===== src/logic/cpu_pkg.sv =====
`default_nettype none

package cpu_pkg;

  localparam int data_width = 8;
  localparam int addr_width = 16;

  typedef logic [data_width-1:0] data_t;
  typedef logic [addr_width-1:0] addr_t;

  // Native 6502 encodings.
  typedef enum logic [7:0] {
    op_lda_imm = 8'hA9,
    op_lda_zpg = 8'hA5,
    op_ldx_imm = 8'hA2,
    op_ldy_imm = 8'hA0,
    op_sta_zpg = 8'h85,
    op_stx_zpg = 8'h86,
    op_adc_imm = 8'h69,
    op_sbc_imm = 8'hE9,
    op_and_imm = 8'h29,
    op_ora_imm = 8'h09,
    op_eor_imm = 8'h49,
    op_clc     = 8'h18,
    op_sec     = 8'h38,
    op_tax     = 8'hAA,
    op_txa     = 8'h8A,
    op_inx     = 8'hE8,
    op_jmp_abs = 8'h4C,
    op_nop     = 8'hEA
  } opcode_t;

  typedef enum logic [2:0] {st_fetch, st_decode, st_operand, st_addr_high, st_execute} state_t;

  typedef enum logic [1:0] {alu_add, alu_and, alu_or, alu_xor} alu_op_t;

  typedef enum logic [1:0] {src_mem, src_a, src_x, src_alu} data_src_t;

  typedef enum logic [1:0] {addr_pc, addr_zpg, addr_jump} addr_src_t;

  typedef struct packed {
    data_src_t data_src;
    addr_src_t addr_src;
    alu_op_t   alu_op;
    logic      alu_carry_in_sel;  // Selects X plus zero with a carry in of one.
    logic      invert_b;
    logic      load_a;
    logic      load_x;
    logic      load_y;
    logic      load_addr_low;
    logic      load_carry;
    logic      set_carry;
    logic      clear_carry;
    logic      pc_inc;
    logic      pc_load;
    logic      mem_write;
  } ctrl_t;

  typedef struct packed {
    addr_t addr;
    data_t wdata;
    logic  write;
  } mem_req_t;

endpackage

`default_nettype wire


===== src/logic/cpu_alu.sv =====
`timescale 1ns/1ns
`default_nettype none

module cpu_alu (
  input  cpu_pkg::alu_op_t op,
  input  cpu_pkg::data_t   a,
  input  cpu_pkg::data_t   b,
  input  logic             carry_in,
  input  logic             invert_b,
  output cpu_pkg::data_t   result,
  output logic             carry_out
);
  import cpu_pkg::*;

  data_t               b_eff;
  logic [data_width:0] sum;

  // Subtract is add of the ones complement.
  assign b_eff = invert_b ? ~b : b;
  assign sum   = {1'b0, a} + {1'b0, b_eff} + {{data_width{1'b0}}, carry_in};

  always_comb begin
    carry_out = 1'b0;  // Logic ops leave no carry.
    case (op)
      alu_add: begin
        result    = sum[data_width-1:0];
        carry_out = sum[data_width];
      end
      alu_and: result = a & b_eff;
      alu_or:  result = a | b_eff;
      default: result = a ^ b_eff;
    endcase
  end

endmodule

`default_nettype wire


===== src/logic/cpu_datapath.sv =====
`timescale 1ns/1ns
`default_nettype none

module cpu_datapath #(
  parameter cpu_pkg::addr_t reset_pc = 16'h0200
) (
  input  logic           clk,
  input  logic           reset,
  input  cpu_pkg::ctrl_t ctrl,
  input  cpu_pkg::data_t mem_rdata,
  output cpu_pkg::addr_t addr,
  output cpu_pkg::data_t wdata
);
  import cpu_pkg::*;

  data_t acc;
  data_t x_reg;
  data_t y_reg;
  addr_t pc;
  data_t addr_low;
  logic  carry;
  data_t data_bus;
  data_t alu_a;
  data_t alu_b;
  logic  alu_cin;
  data_t alu_result;
  logic  alu_carry;

  always_comb begin
    case (ctrl.data_src)
      src_a:   data_bus = acc;
      src_x:   data_bus = x_reg;
      src_alu: data_bus = alu_result;
      default: data_bus = mem_rdata;
    endcase
  end

  always_comb begin
    case (ctrl.addr_src)
      addr_zpg: addr = {{(addr_width - data_width){1'b0}}, addr_low};
      default:  addr = pc;  // Fetch, operands and the jump target.
    endcase
  end

  assign wdata = data_bus;

  // INX runs X + 0 + 1 through the adder.
  assign alu_a   = ctrl.alu_carry_in_sel ? x_reg : acc;
  assign alu_b   = ctrl.alu_carry_in_sel ? '0 : mem_rdata;
  assign alu_cin = ctrl.alu_carry_in_sel | carry;

  cpu_alu u_alu (
    .op        (ctrl.alu_op),
    .a         (alu_a),
    .b         (alu_b),
    .carry_in  (alu_cin),
    .invert_b  (ctrl.invert_b),
    .result    (alu_result),
    .carry_out (alu_carry)
  );

  always_ff @(posedge clk) begin
    if (reset) begin
      acc   <= '0;
      x_reg <= '0;
      y_reg <= '0;
      carry <= 1'b0;
      pc    <= reset_pc;
    end else begin
      if (ctrl.load_a) acc <= data_bus;
      if (ctrl.load_x) x_reg <= data_bus;
      if (ctrl.load_y) y_reg <= data_bus;
      if (ctrl.load_carry) begin
        carry <= alu_carry;
      end else if (ctrl.set_carry) begin
        carry <= 1'b1;
      end else if (ctrl.clear_carry) begin
        carry <= 1'b0;
      end
      if (ctrl.pc_load) begin
        pc <= {mem_rdata, addr_low};  // High byte arrives last.
      end else if (ctrl.pc_inc) begin
        pc <= pc + addr_t'(1);
      end
    end
  end

  always_ff @(posedge clk) begin
    if (ctrl.load_addr_low) addr_low <= mem_rdata;
  end

endmodule

`default_nettype wire


===== src/logic/instruction_sequencer.sv =====
`timescale 1ns/1ns
`default_nettype none

module instruction_sequencer (
  input  logic           clk,
  input  logic           reset,
  input  logic           mem_ready,
  input  cpu_pkg::data_t mem_rdata,
  output logic           mem_valid,
  output cpu_pkg::ctrl_t ctrl
);
  import cpu_pkg::*;

  typedef enum logic [2:0] {mode_impl, mode_imm, mode_zpg, mode_abs, mode_bad} mode_t;

  state_t  state;
  state_t  next_state;
  opcode_t ir;
  mode_t   mode;
  mode_t   fetch_mode;
  logic    run;        // Low only in the first cycle out of reset.
  logic    need_xfer;
  logic    go;         // State work is done this cycle.

  function automatic mode_t mode_of(opcode_t op);
    case (op)
      op_lda_imm, op_ldx_imm, op_ldy_imm, op_adc_imm, op_sbc_imm,
      op_and_imm, op_ora_imm, op_eor_imm:         mode_of = mode_imm;
      op_lda_zpg, op_sta_zpg, op_stx_zpg:         mode_of = mode_zpg;
      op_jmp_abs:                                 mode_of = mode_abs;
      op_clc, op_sec, op_tax, op_txa, op_inx,
      op_nop:                                     mode_of = mode_impl;
      default:                                    mode_of = mode_bad;
    endcase
  endfunction

  assign mode       = mode_of(ir);
  assign fetch_mode = mode_of(opcode_t'(mem_rdata));

  always_ff @(posedge clk) begin
    if (reset) begin
      state <= st_fetch;
      run   <= 1'b0;
    end else begin
      state <= next_state;
      run   <= 1'b1;
    end
  end

  always_ff @(posedge clk) begin
    if (state == st_fetch && go) begin
      ir <= opcode_t'(mem_rdata);
    end
  end

  // Which states put a transfer on the memory port.
  always_comb begin
    case (state)
      st_fetch:     need_xfer = 1'b1;
      st_decode:    need_xfer = (mode == mode_zpg) || (mode == mode_abs);
      st_addr_high: need_xfer = 1'b1;
      st_execute:   need_xfer = (mode == mode_imm) || (mode == mode_zpg);
      default:      need_xfer = 1'b0;
    endcase
  end

  assign mem_valid = need_xfer && run;
  assign go        = run && (!need_xfer || mem_ready);

  always_comb begin
    next_state = state;  // Hold while the memory stalls.
    if (go) begin
      case (state)
        st_fetch: begin
          case (fetch_mode)
            mode_impl: next_state = st_execute;
            mode_bad:  next_state = st_fetch;  // Unknown opcode acts as NOP.
            default:   next_state = st_decode;
          endcase
        end
        st_decode: begin
          case (mode)
            mode_zpg: next_state = st_operand;
            mode_abs: next_state = st_addr_high;
            default:  next_state = st_execute;
          endcase
        end
        st_operand:   next_state = st_execute;
        st_addr_high: next_state = st_execute;
        default:      next_state = st_fetch;
      endcase
    end
  end

  always_comb begin
    ctrl = '0;  // Memory onto the bus, PC on the address, add.
    case (state)
      st_fetch: ctrl.pc_inc = go;
      st_decode: begin
        if (need_xfer) begin
          ctrl.load_addr_low = go;  // Zero-page address or jump low byte.
          ctrl.pc_inc        = go;
        end
      end
      st_operand:   ctrl.addr_src = addr_zpg;
      st_addr_high: ctrl.pc_load = go;
      st_execute: begin
        if (mode == mode_zpg) ctrl.addr_src = addr_zpg;
        if (mode == mode_imm) ctrl.pc_inc = go;
        case (ir)
          op_lda_imm, op_lda_zpg: ctrl.load_a = go;
          op_ldx_imm:             ctrl.load_x = go;
          op_ldy_imm:             ctrl.load_y = go;
          op_sta_zpg: begin
            ctrl.data_src  = src_a;
            ctrl.mem_write = 1'b1;
          end
          op_stx_zpg: begin
            ctrl.data_src  = src_x;
            ctrl.mem_write = 1'b1;
          end
          op_adc_imm, op_sbc_imm: begin
            ctrl.data_src   = src_alu;
            ctrl.invert_b   = (ir == op_sbc_imm);  // A + ~M + C.
            ctrl.load_a     = go;
            ctrl.load_carry = go;
          end
          op_and_imm, op_ora_imm, op_eor_imm: begin
            ctrl.data_src = src_alu;
            ctrl.alu_op   = (ir == op_and_imm) ? alu_and :
                            (ir == op_ora_imm) ? alu_or : alu_xor;
            ctrl.load_a   = go;
          end
          op_clc: ctrl.clear_carry = go;
          op_sec: ctrl.set_carry = go;
          op_tax: begin
            ctrl.data_src = src_a;
            ctrl.load_x   = go;
          end
          op_txa: begin
            ctrl.data_src = src_x;
            ctrl.load_a   = go;
          end
          op_inx: begin
            ctrl.data_src         = src_alu;
            ctrl.alu_carry_in_sel = 1'b1;
            ctrl.load_x           = go;
          end
          op_jmp_abs: ctrl.addr_src = addr_jump;  // PC already holds the target.
          default: ;
        endcase
      end
      default: ;
    endcase
  end

endmodule

`default_nettype wire


===== src/logic/cpu_top.sv =====
`timescale 1ns/1ns
`default_nettype none

module cpu_top #(
  parameter cpu_pkg::addr_t reset_pc = 16'h0200
) (
  input  logic              clk,
  input  logic              reset,
  output cpu_pkg::mem_req_t mem_req,
  output logic              mem_valid,
  input  logic              mem_ready,
  input  cpu_pkg::data_t    mem_rdata
);
  import cpu_pkg::*;

  ctrl_t ctrl;
  addr_t addr;
  data_t wdata;

  instruction_sequencer u_sequencer (
    .clk       (clk),
    .reset     (reset),
    .mem_ready (mem_ready),
    .mem_rdata (mem_rdata),
    .mem_valid (mem_valid),
    .ctrl      (ctrl)
  );

  cpu_datapath #(
    .reset_pc (reset_pc)
  ) u_datapath (
    .clk       (clk),
    .reset     (reset),
    .ctrl      (ctrl),
    .mem_rdata (mem_rdata),
    .addr      (addr),
    .wdata     (wdata)
  );

  assign mem_req = '{addr: addr, wdata: wdata, write: ctrl.mem_write};

endmodule

`default_nettype wire


===== config.mk =====
export PLATFORM = sky130hd
export DESIGN_NAME = cpu_top
export DESIGN_NICKNAME = d
export VERILOG_FILES = /design/src/logic/cpu_pkg.sv /design/src/logic/cpu_alu.sv /design/src/logic/cpu_datapath.sv /design/src/logic/instruction_sequencer.sv /design/src/logic/cpu_top.sv
export SDC_FILE = /design/constraint.sdc
export NUM_CORES = 1
export LEC_CHECK = 0
export BUFFER_PORTS_ARGS = -buffer_cell sky130_fd_sc_hd__buf_2
export CORE_UTILIZATION = 36
export CTS_BUF_LIST = sky130_fd_sc_hd__clkbuf_8
export CTS_CLUSTER_DIAMETER = 30
export CTS_CLUSTER_SIZE = 40
export DETAILED_ROUTE_END_ITERATION = 16
export PLACE_DENSITY = 0.54
export SYNTH_ARGS = -nofsm -noshare
export SYNTH_HDL_FRONTEND = slang
export SYNTH_SLANG_ARGS = --single-unit

===== constraint.sdc =====
create_clock -name clk -period 4.54 [get_ports clk]
set_input_delay 0.454 -clock clk [delete_from_list [all_inputs] [get_ports clk]]
set_output_delay 0.454 -clock clk [all_outputs]
set_load 0.01 [all_outputs]

Yosys cells after proc, flatten, opt, wreduce, memory -nomap -nowiden
Cells that the tools add are included.
{"block": "classes", "n_reduce_logical": 28, "n_eq_ne": 50, "muxes": 44, "n_addsub": 3, "bitwise_logic": 5}
{"cell": "$eq A8 B8 Y1 const B", "count": 22}
{"cell": "$eq A8 B7 Y1 const B", "count": 6}
{"cell": "$mux W16", "count": 3}
{"cell": "$pmux W8 S3", "count": 2}
{"cell": "$eq A8 B6 Y1 const B", "count": 4}
{"cell": "$mux W8", "count": 3}
{"cell": "$pmux W3 S4", "count": 2}
{"cell": "$reduce_or A8 Y1", "count": 3}
{"cell": "$mux W1", "count": 21}
{"cell": "$reduce_or A6 Y1", "count": 3}
{"cell": "$add A16 B1 Y16 const B", "count": 1}
{"cell": "$eq A8 B4 Y1 const B", "count": 2}
{"cell": "$eq A8 B5 Y1 const B", "count": 2}
{"cell": "$eq A3 B2 Y1 const B", "count": 4}
{"cell": "$pmux W3 S2", "count": 2}
{"cell": "$reduce_or A2 Y1", "count": 6}
{"cell": "$reduce_or A3 Y1", "count": 4}
{"cell": "$add A8 B8 Y9", "count": 1}
{"cell": "$add A9 B1 Y9", "count": 1}
{"cell": "$pmux W3 S3", "count": 1}
{"cell": "$and A8 B8 Y8", "count": 1}
{"cell": "$mux W2", "count": 4}
{"cell": "$not A8 Y8", "count": 1}
{"cell": "$or A8 B8 Y8", "count": 1}
{"cell": "other kinds (18)", "count": 30}
{"block": "word_totals", "register_bits": 53, "output_inout_bits": 26}

Depth between registers and ports, before layout
Gate-level depths: netlist (run 1).
{"block": "depth", "word_depth": 18, "depth_mapped": 19}

Modules after synthesis
Synthesis (run 1) repeated with hierarchy kept, for this count alone.
{"block": "hier_totals", "hier_cells": 473, "area_unflattened_um2": 4217.8}
{"module": "cpu_datapath", "instances": 1, "area_each_um2": 2242.2, "cells_per_inst": 240, "seq_area_each_um2": 900.9}
{"module": "instruction_sequencer", "instances": 1, "area_each_um2": 1166.1, "cells_per_inst": 136, "seq_area_each_um2": 320.3}
{"module": "cpu_alu", "instances": 1, "area_each_um2": 809.5, "cells_per_inst": 97, "seq_area_each_um2": 0.0}

Least setup slack after synthesis (run 1)
No wires, ideal clock.
{"block": "synth_path", "kind": "register to output", "from": "register u_sequencer.ir[4]", "to": "output mem_req[5] (netlist name)", "path_slack_ps": 348, "stages_incl_launch_ff": 17, "arrival_ps": 3738, "path_cell_list": "edfxtp_1 -> nor4b_4 -> nand2_1 -> or2_2 -> clkbuf_1 -> nor2_1 -> mux2_2 -> inv_1 -> fa_1 -> inv_1 -> fa_1 -> a211oi_1 -> nor2_1 -> xnor2_1 -> a2111oi_0 -> a221oi_1 -> inv_1"}
{"item": "start, declared", "line_no": "instruction_sequencer.sv:18", "source": "opcode_t ir;"}
{"item": "start signal, assigned", "line_no": "instruction_sequencer.sv:52", "source": "ir <= opcode_t'(mem_rdata);"}
{"item": "end, declared", "line_no": "cpu_top.sv:9", "source": "output cpu_pkg::mem_req_t mem_req,"}

==> results.toml, run 1 <==
[synth]
synth_area_leaders = "dfxtp_1, edfxtp_1, nand2_1, ha_1, nor2_1"
ys_async_sr_fraction_pct = 0
synthAdderAreaFrac_pct = 5.71
synth_top_family_by_area = "simple AND/OR/NAND/NOR gates"
ys_warn_count = 0
syn_area_um2 = 4420
yosysSeqAreaShare_pct = 27.6
synth-edff-count = 16
ys_seq_elements = 53
synth_ff_type = "dfxtp_1"
syn_nets = 591
synth-simple-area-share_pct = 26.6
yosysTopAreaCellShare_pct = 16.7
synth-xor-area-share_pct = 0.792
avgSynthCellArea_um2 = 7.89
synth_cell_type_count = 83
synthMuxAreaShare_pct = 5.71
synth_cells = 561
synth_compound_area_share_pct = 26.5
synth_area_leader_cell = "dfxtp_1"

[critical_path]
worst_setup_path_start_kind = "register"
end_kind = "output port"
required_ns = 4.09
r2r_cells = 16
r2r_setup_slack_ns = 0.59
r2r_end = "u_datapath.carry"
rr_startpoint = "u_sequencer.ir[4]"
path_max_fanout = 7
crit_type = "register to output port"
cp-endpoint = "mem_req[7]"
crit_path_start = "u_sequencer.ir[4]"
critPathArrivalTime_ns = 3.98

[sta]
hold_violations = 0
setup_violations = 0
clock.fmax_mhz = 226
final.setup_skew_ns = 0.0128
fin_crit_sh_pct = 97.6
finalCriticalPeriod_ns = 4.43
final_max_slew_viol_count = 0
rsz0062_at_grt = "yes"
worst_pin_slew_ns = 0.950
slew-limit-headroom_pct = 36.1

[pwr]
power_uw = 965
p_sw_share_pct = 27.4
leakagePower_uw = 0.00192
p_switching_uw = 264
p_per_area_nw_per_um2 = 192
irDropWorstVdd_uv = 155
pwr-share-clk_pct = 33.6
pwr-share-seq_pct = 51.6
comb_power_share_pct = 14.9
p_int_uw = 701

[drt]
wl_mm = 14.5
first_iter_violations = 377
drc = 0
first_pass_iters = 7
routedWlPerCell_um = 19.6
post_drt_via_cell_ratio = 5.98
vias = 4448
antenna_left = 0

[die]
num_rows = 40
initial_core_util_pct = 36.8
die_area_um2 = 12700
io_pins = 37
die_y_um = 113
coreArea_um2 = 12000
die_w_um = 113

[clock_network]
numClockSinks = 53
cts_buffers = 5
cts_tree = "yes"
cts_root_buffer = "clkbuf_8"
postCtsHoldBufs = 0
h-tree-depth = 2
cts.clk_slew.worst_paths_ns = 0.10
clk_latency_ns = 0.32
clock_path_buffers = 2

[global_routing]
grt_max_degree = 30
grt-ovfl-total = 0
grt_use_total_pct = 22.9
antenna_found_initial = 0
first_global_vias = 4092
grt_pass1_wl_mm = 22.8

[run_status]
outcome = "finished, final reports clean"

[finish]
syn_to_final_growth_pct = 13.8
fin_cells = 744
mostFrequentLayoutCells = "nand2_1, nor2_1, inv_1"
layout_commonest_cell = "nand2_1"
layout-drive-gt1-share_pct = 19.6
final_net_count = 626
largest-register = "u_datapath.pc"
fin_area_um2 = 5030
antennaDiodeCount = 0
largest_reg_flops = 16

[placed_design]
place_hpwl_mm = 10.4
dpl_cell_area_um2 = 4780
dp_cells = 732
io_buffers = 36
place.gp.congestion = 0.971

[run]
max_cap_viol_count = 0

[hold_path]
hp-class = "register to register"
critical path, cell delays in order (launching register included):
cell and delay [ns]:
edfxtp_1 0.44, nor4b_4 0.33, nand2_2 0.13, or2_4 0.31, nor2_4 0.16, mux2_4 0.34, inv_4 0.07, fa_2 0.21
inv_2 0.04, fa_2 0.39, a211oi_4 0.31, o21ai_2 0.13, a21oi_1 0.16, o211ai_1 0.11, and4_1 0.29, nor2_1 0.12
buf_2 0.14
power by group through the flow:
stage	clock (µW)	sequential [µW]	combinational (µW)
global route	345	499	156
CTS	331	498	140
detailed placement	0	509	138
global placement	0	508	139
floorplan	0	509	89.0
finish	324	498	143
what timing repair did:
item,CTS,global route
setup endpoints to repair,4,6
pin swaps,1,10
buffers inserted,0,4
cloned,0,0
gates resized for setup,9,19
cells in the mapped netlist (12+ instances only):
master    number
nor2b_1       12
dfxtp_1       37
clkbuf_1      15
nor3_1        14
a21oi_1       30
mux2i_1       14
nand2_1       65
edfxtp_1      16
inv_1         41
ha_1          17
nor2_1        45
nand2b_1      12
nand3_1       19
o21ai_0       27
per-layer routing:
metal  GRT usage [%]  routed length, µm  vias up
met5               0                  0        -
met4            8.42                356        0
met1            30.7               6480     2110
met3            2.95                925       23
met2            37.7               6780      179
li1                -                  -     2136
how the worst min path moves through the flow:
stage,endpoint,startpoint,slack (ns),depth (start not counted)
3_5_place_dp,u_datapath.pc[15],u_datapath.pc[15],0.48,1
6_report,u_datapath.pc[15],u_datapath.pc[15],0.49,1
2_1_floorplan,u_datapath.x_reg[2],u_datapath.x_reg[2],0.45,2
3_3_place_gp,u_datapath.pc[15],u_datapath.pc[15],0.47,1
5_1_grt,u_datapath.addr_low[2],mem_rdata[2],0.50,1
4_1_cts,u_datapath.pc[15],u_datapath.pc[15],0.49,1
kinds of logic after synthesis:
group                    count (synthesis)
multiplexers                            23
AO/OA/AOI/OAI                          162
XOR/XNOR                                 4
buffers and inverters                   73
adder cells (fa/ha/maj)                 19
flip-flops                              53
AND/OR/NAND/NOR                        227
stage by stage:
stage                     TNS [ns]  hold slack (ns)  util [%]  setup WS [ns]
after detailed placement         0            0.476      39.8         0.0921
after CTS                        0            0.494      41.0        0.00491
final                            0            0.488      41.9          0.110
after global routing        -0.197            0.498      41.9        -0.0839
after global placement           0            0.473      39.8          0.206
after floorplan                  0            0.445         -          0.348
layout make-up:
cell class	count	area, µm²
Sequential cell	53	1220
Clock buffer	5	68.8
Multi-Input combinational cell	435	3000
Fill cell	1244	6980
Inverter	42	160
Timing Repair Buffer	59	357
Clock inverter	3	38.8
Tap cell	147	184
(Power assumes the default switching activity.)
==> run 2: changes to the inputs <==
- ABC_AREA: default -> 1
==> results.toml, run 2 <==
[critical_path]
cp_slowest_cell = "edfxtp_1"
crit_family = "simple AND/OR/NAND/NOR gates"
required_ns = 4.09
r2r_cells = 18
r2r_end = "u_datapath.carry"
worst_setup_path_start_kind = "register"
path_max_fanout = 17
cp_slowest_stage_delay_ns = 0.50
cp_num_cells = 18
path_cells = "or2_1 > nor2_1 > nand2_1 > nor2_1 > buf_4 > nand2_1 > o21ai_0 > inv_1 > fa_1 > inv_1 > fa_1 > nand3_1 > nand2_1 > xnor2_1 > o211ai_1 > o211ai_1 > nand4_1 > buf_2"
crit_top_cell = "nand2_1"
r2r_setup_slack_ns = 1.07
rr_startpoint = "u_sequencer.ir[0]"
crit_type = "register to output port"
critPathArrivalTime_ns = 3.67
worst-path-buf-inv = 4
end_kind = "output port"

[clock_network]
cts_root_buffer = "clkbuf_8"
postCtsHoldBufs = 0
numClockSinks = 53
cts_tree = "yes"
h-tree-depth = 2
clk_latency_ns = 0.31
post_cts_resized = 0
clock_path_buffers = 2
cts_buffers = 5
cts.clk_slew.worst_paths_ns = 0.10
post_cts_buffers = 0

[finish]
layout-drive-gt1-share_pct = 13.4
largest-register = "u_datapath.pc"
largest_reg_flops = 16
layout_commonest_cell = "nand2_1"
utilization_pct = 40.4
fillCellCount = 1290
multiInputGateArea_um2 = 2750
seq_area_um2 = 1220
antennaDiodeCount = 0
syn_to_final_growth_pct = 8.83
final_net_count = 749
mostFrequentLayoutCells = "nand2_1, inv_1, nor2_1"

[synth]
ys_warn_count = 0
ys_async_sr_fraction_pct = 0
synth_area_leader_cell = "dfxtp_1"
avgSynthCellArea_um2 = 6.45
post-synth-top-count-cell = "nand2_1"
synth_common_cells = "nand2_1, inv_1, nor2_1, nand3_1, dfxtp_1"
synth-edff-count = 16
syn_nets = 724
yosysTopAreaCellShare_pct = 16.6
synth_area_leaders = "dfxtp_1, nand2_1, edfxtp_1, inv_1, nor2_1"
synth_ff_type = "dfxtp_1"
synth_cell_type_count = 41
synth_cells = 694
syn_area_um2 = 4480
yosysSeqAreaShare_pct = 27.3
ys_seq_elements = 53

[global_routing]
grt-ovfl-total = 0
grt_max_degree = 37
grt_use_total_pct = 21.3
first_global_vias = 4136
grt_pass1_wl_mm = 21.5
antenna_found_initial = 0

[sta]
final.setup_skew_ns = 0.0126
slew-limit-headroom_pct = 36.3
rsz0062_at_grt = "no"
hold_violations = 0
final_max_slew_viol_count = 0
clock.fmax_mhz = 242
setup_tns_ns = 0
holdWs_ns = 0.479
worst_pin_slew_ns = 0.952
fin_crit_sh_pct = 90.8
setup_violations = 0
finalCriticalPeriod_ns = 4.12

[pwr]
leakagePower_uw = 0.00237
p_switching_uw = 289
pwr-share-clk_pct = 32.8
pwr-share-seq_pct = 51.2
p_sw_share_pct = 29.1
p_int_uw = 706
irDropWorstVdd_uv = 128
comb_power_share_pct = 16.0
p_per_area_nw_per_um2 = 204

[drt]
vias = 4405
post_drt_via_cell_ratio = 4.97
first_iter_violations = 370
wl_mm = 13.0
drc = 0
antenna_left = 0
first_pass_iters = 5
routedWlPerCell_um = 14.7

[run_status]
outcome = "finished, final reports clean"

[die]
num_rows = 40
die_area_um2 = 12900
initial_core_util_pct = 37.1
die_w_um = 114
die_y_um = 114
coreArea_um2 = 12100
io_pins = 37

[hold_path]
whs_path_depth = 2
hold_end = "u_datapath.carry"
hp-class = "register to register"
min_from = "u_datapath.carry"

[placed_design]
place.gp.congestion = 0.902
io_buffers = 36
place_hpwl_mm = 9.75

[run]
max_cap_viol_count = 0
run 2: cell count changes after synthesis, sizes merged, moves of 12 or more:
cell and delta:
mux2i -15, xor2 +21, nor2b -12, nand3 +30, inv +59, nand4 +28
nor2 +54, nand2b -12, nand2 +140
run 2: power by group through the flow:
| stage | logic, µW | clock network (µW) | registers (µW) |
|---|---|---|---|
| 6_report | 159 | 327 | 509 |
| 3_3_place_gp | 157 | 0 | 520 |
| 4_1_cts | 159 | 335 | 509 |
| 2_1_floorplan | 114 | 0 | 515 |
| 5_1_grt | 178 | 354 | 511 |
| 3_5_place_dp | 158 | 0 | 520 |
run 2: per-layer routing:
layer	vias to the layer above	routed length, µm	track usage (%)
met5	-	0	0
met4	0	153	5.70
met3	12	617	3.24
met2	103	5800	34.2
met1	2023	6440	29.7
li1	2267	-	-
run 2: worst max-delay path by stage:
stage	start	to
3_5_place_dp	u_sequencer.ir[0]	mem_req[5]
3_3_place_gp	u_sequencer.ir[0]	mem_req[5]
2_1_floorplan	u_sequencer.ir[0]	mem_req[7]
4_1_cts	u_sequencer.ir[0]	mem_req[7]
5_1_grt	u_sequencer.ir[0]	mem_req[7]
6_report	u_sequencer.ir[0]	mem_req[5]
run 2: layout make-up:
type	count	area share, %
Sequential cell	53	25.1
Multi-Input combinational cell	519	56.5
Tap cell	168	4.32
Inverter	101	7.78
Timing Repair Buffer	39	4.16
Clock buffer	5	1.41
Clock inverter	2	0.719
run 2: logic make-up after synthesis:
logic type               after synthesis  synth area share [%]
AND/OR/NAND/NOR                      401                  41.6
buffers and inverters                122                  11.2
multiplexers                           1                 0.252
flip-flops                            53                  27.3
AO/OA/AOI/OAI                         74                  9.34
XOR/XNOR                              24                  4.70
adder cells (fa/ha/maj)               19                  5.65
run 2: stage by stage:
stage / std cells / cell area, µm² / power (µW) / worst slack [ns]
after floorplan: 694 / 4480 / 629 / 1.01
after global placement: 880 / 4770 / 677 / 0.891
after detailed placement: 880 / 4770 / 679 / 0.801
after CTS: 887 / 4870 / 1000 / 0.427
after global routing: 887 / 4870 / 1040 / 0.0887
final: 887 / 4870 / 995 / 0.416
run 2: worst reg2reg max path: cells and delay by family (launching register included):
| family | cells | cell delay (ns) |
|---|---|---|
| buffers and inverters | 3 | 0.29 |
| and+or+nand+nor | 7 | 0.96 |
| xor gates and xnor gates | 1 | 0.31 |
| adders and majority gates | 2 | 0.66 |
| DFF | 1 | 0.50 |
| AOI/OAI and AO/OA | 5 | 0.64 |
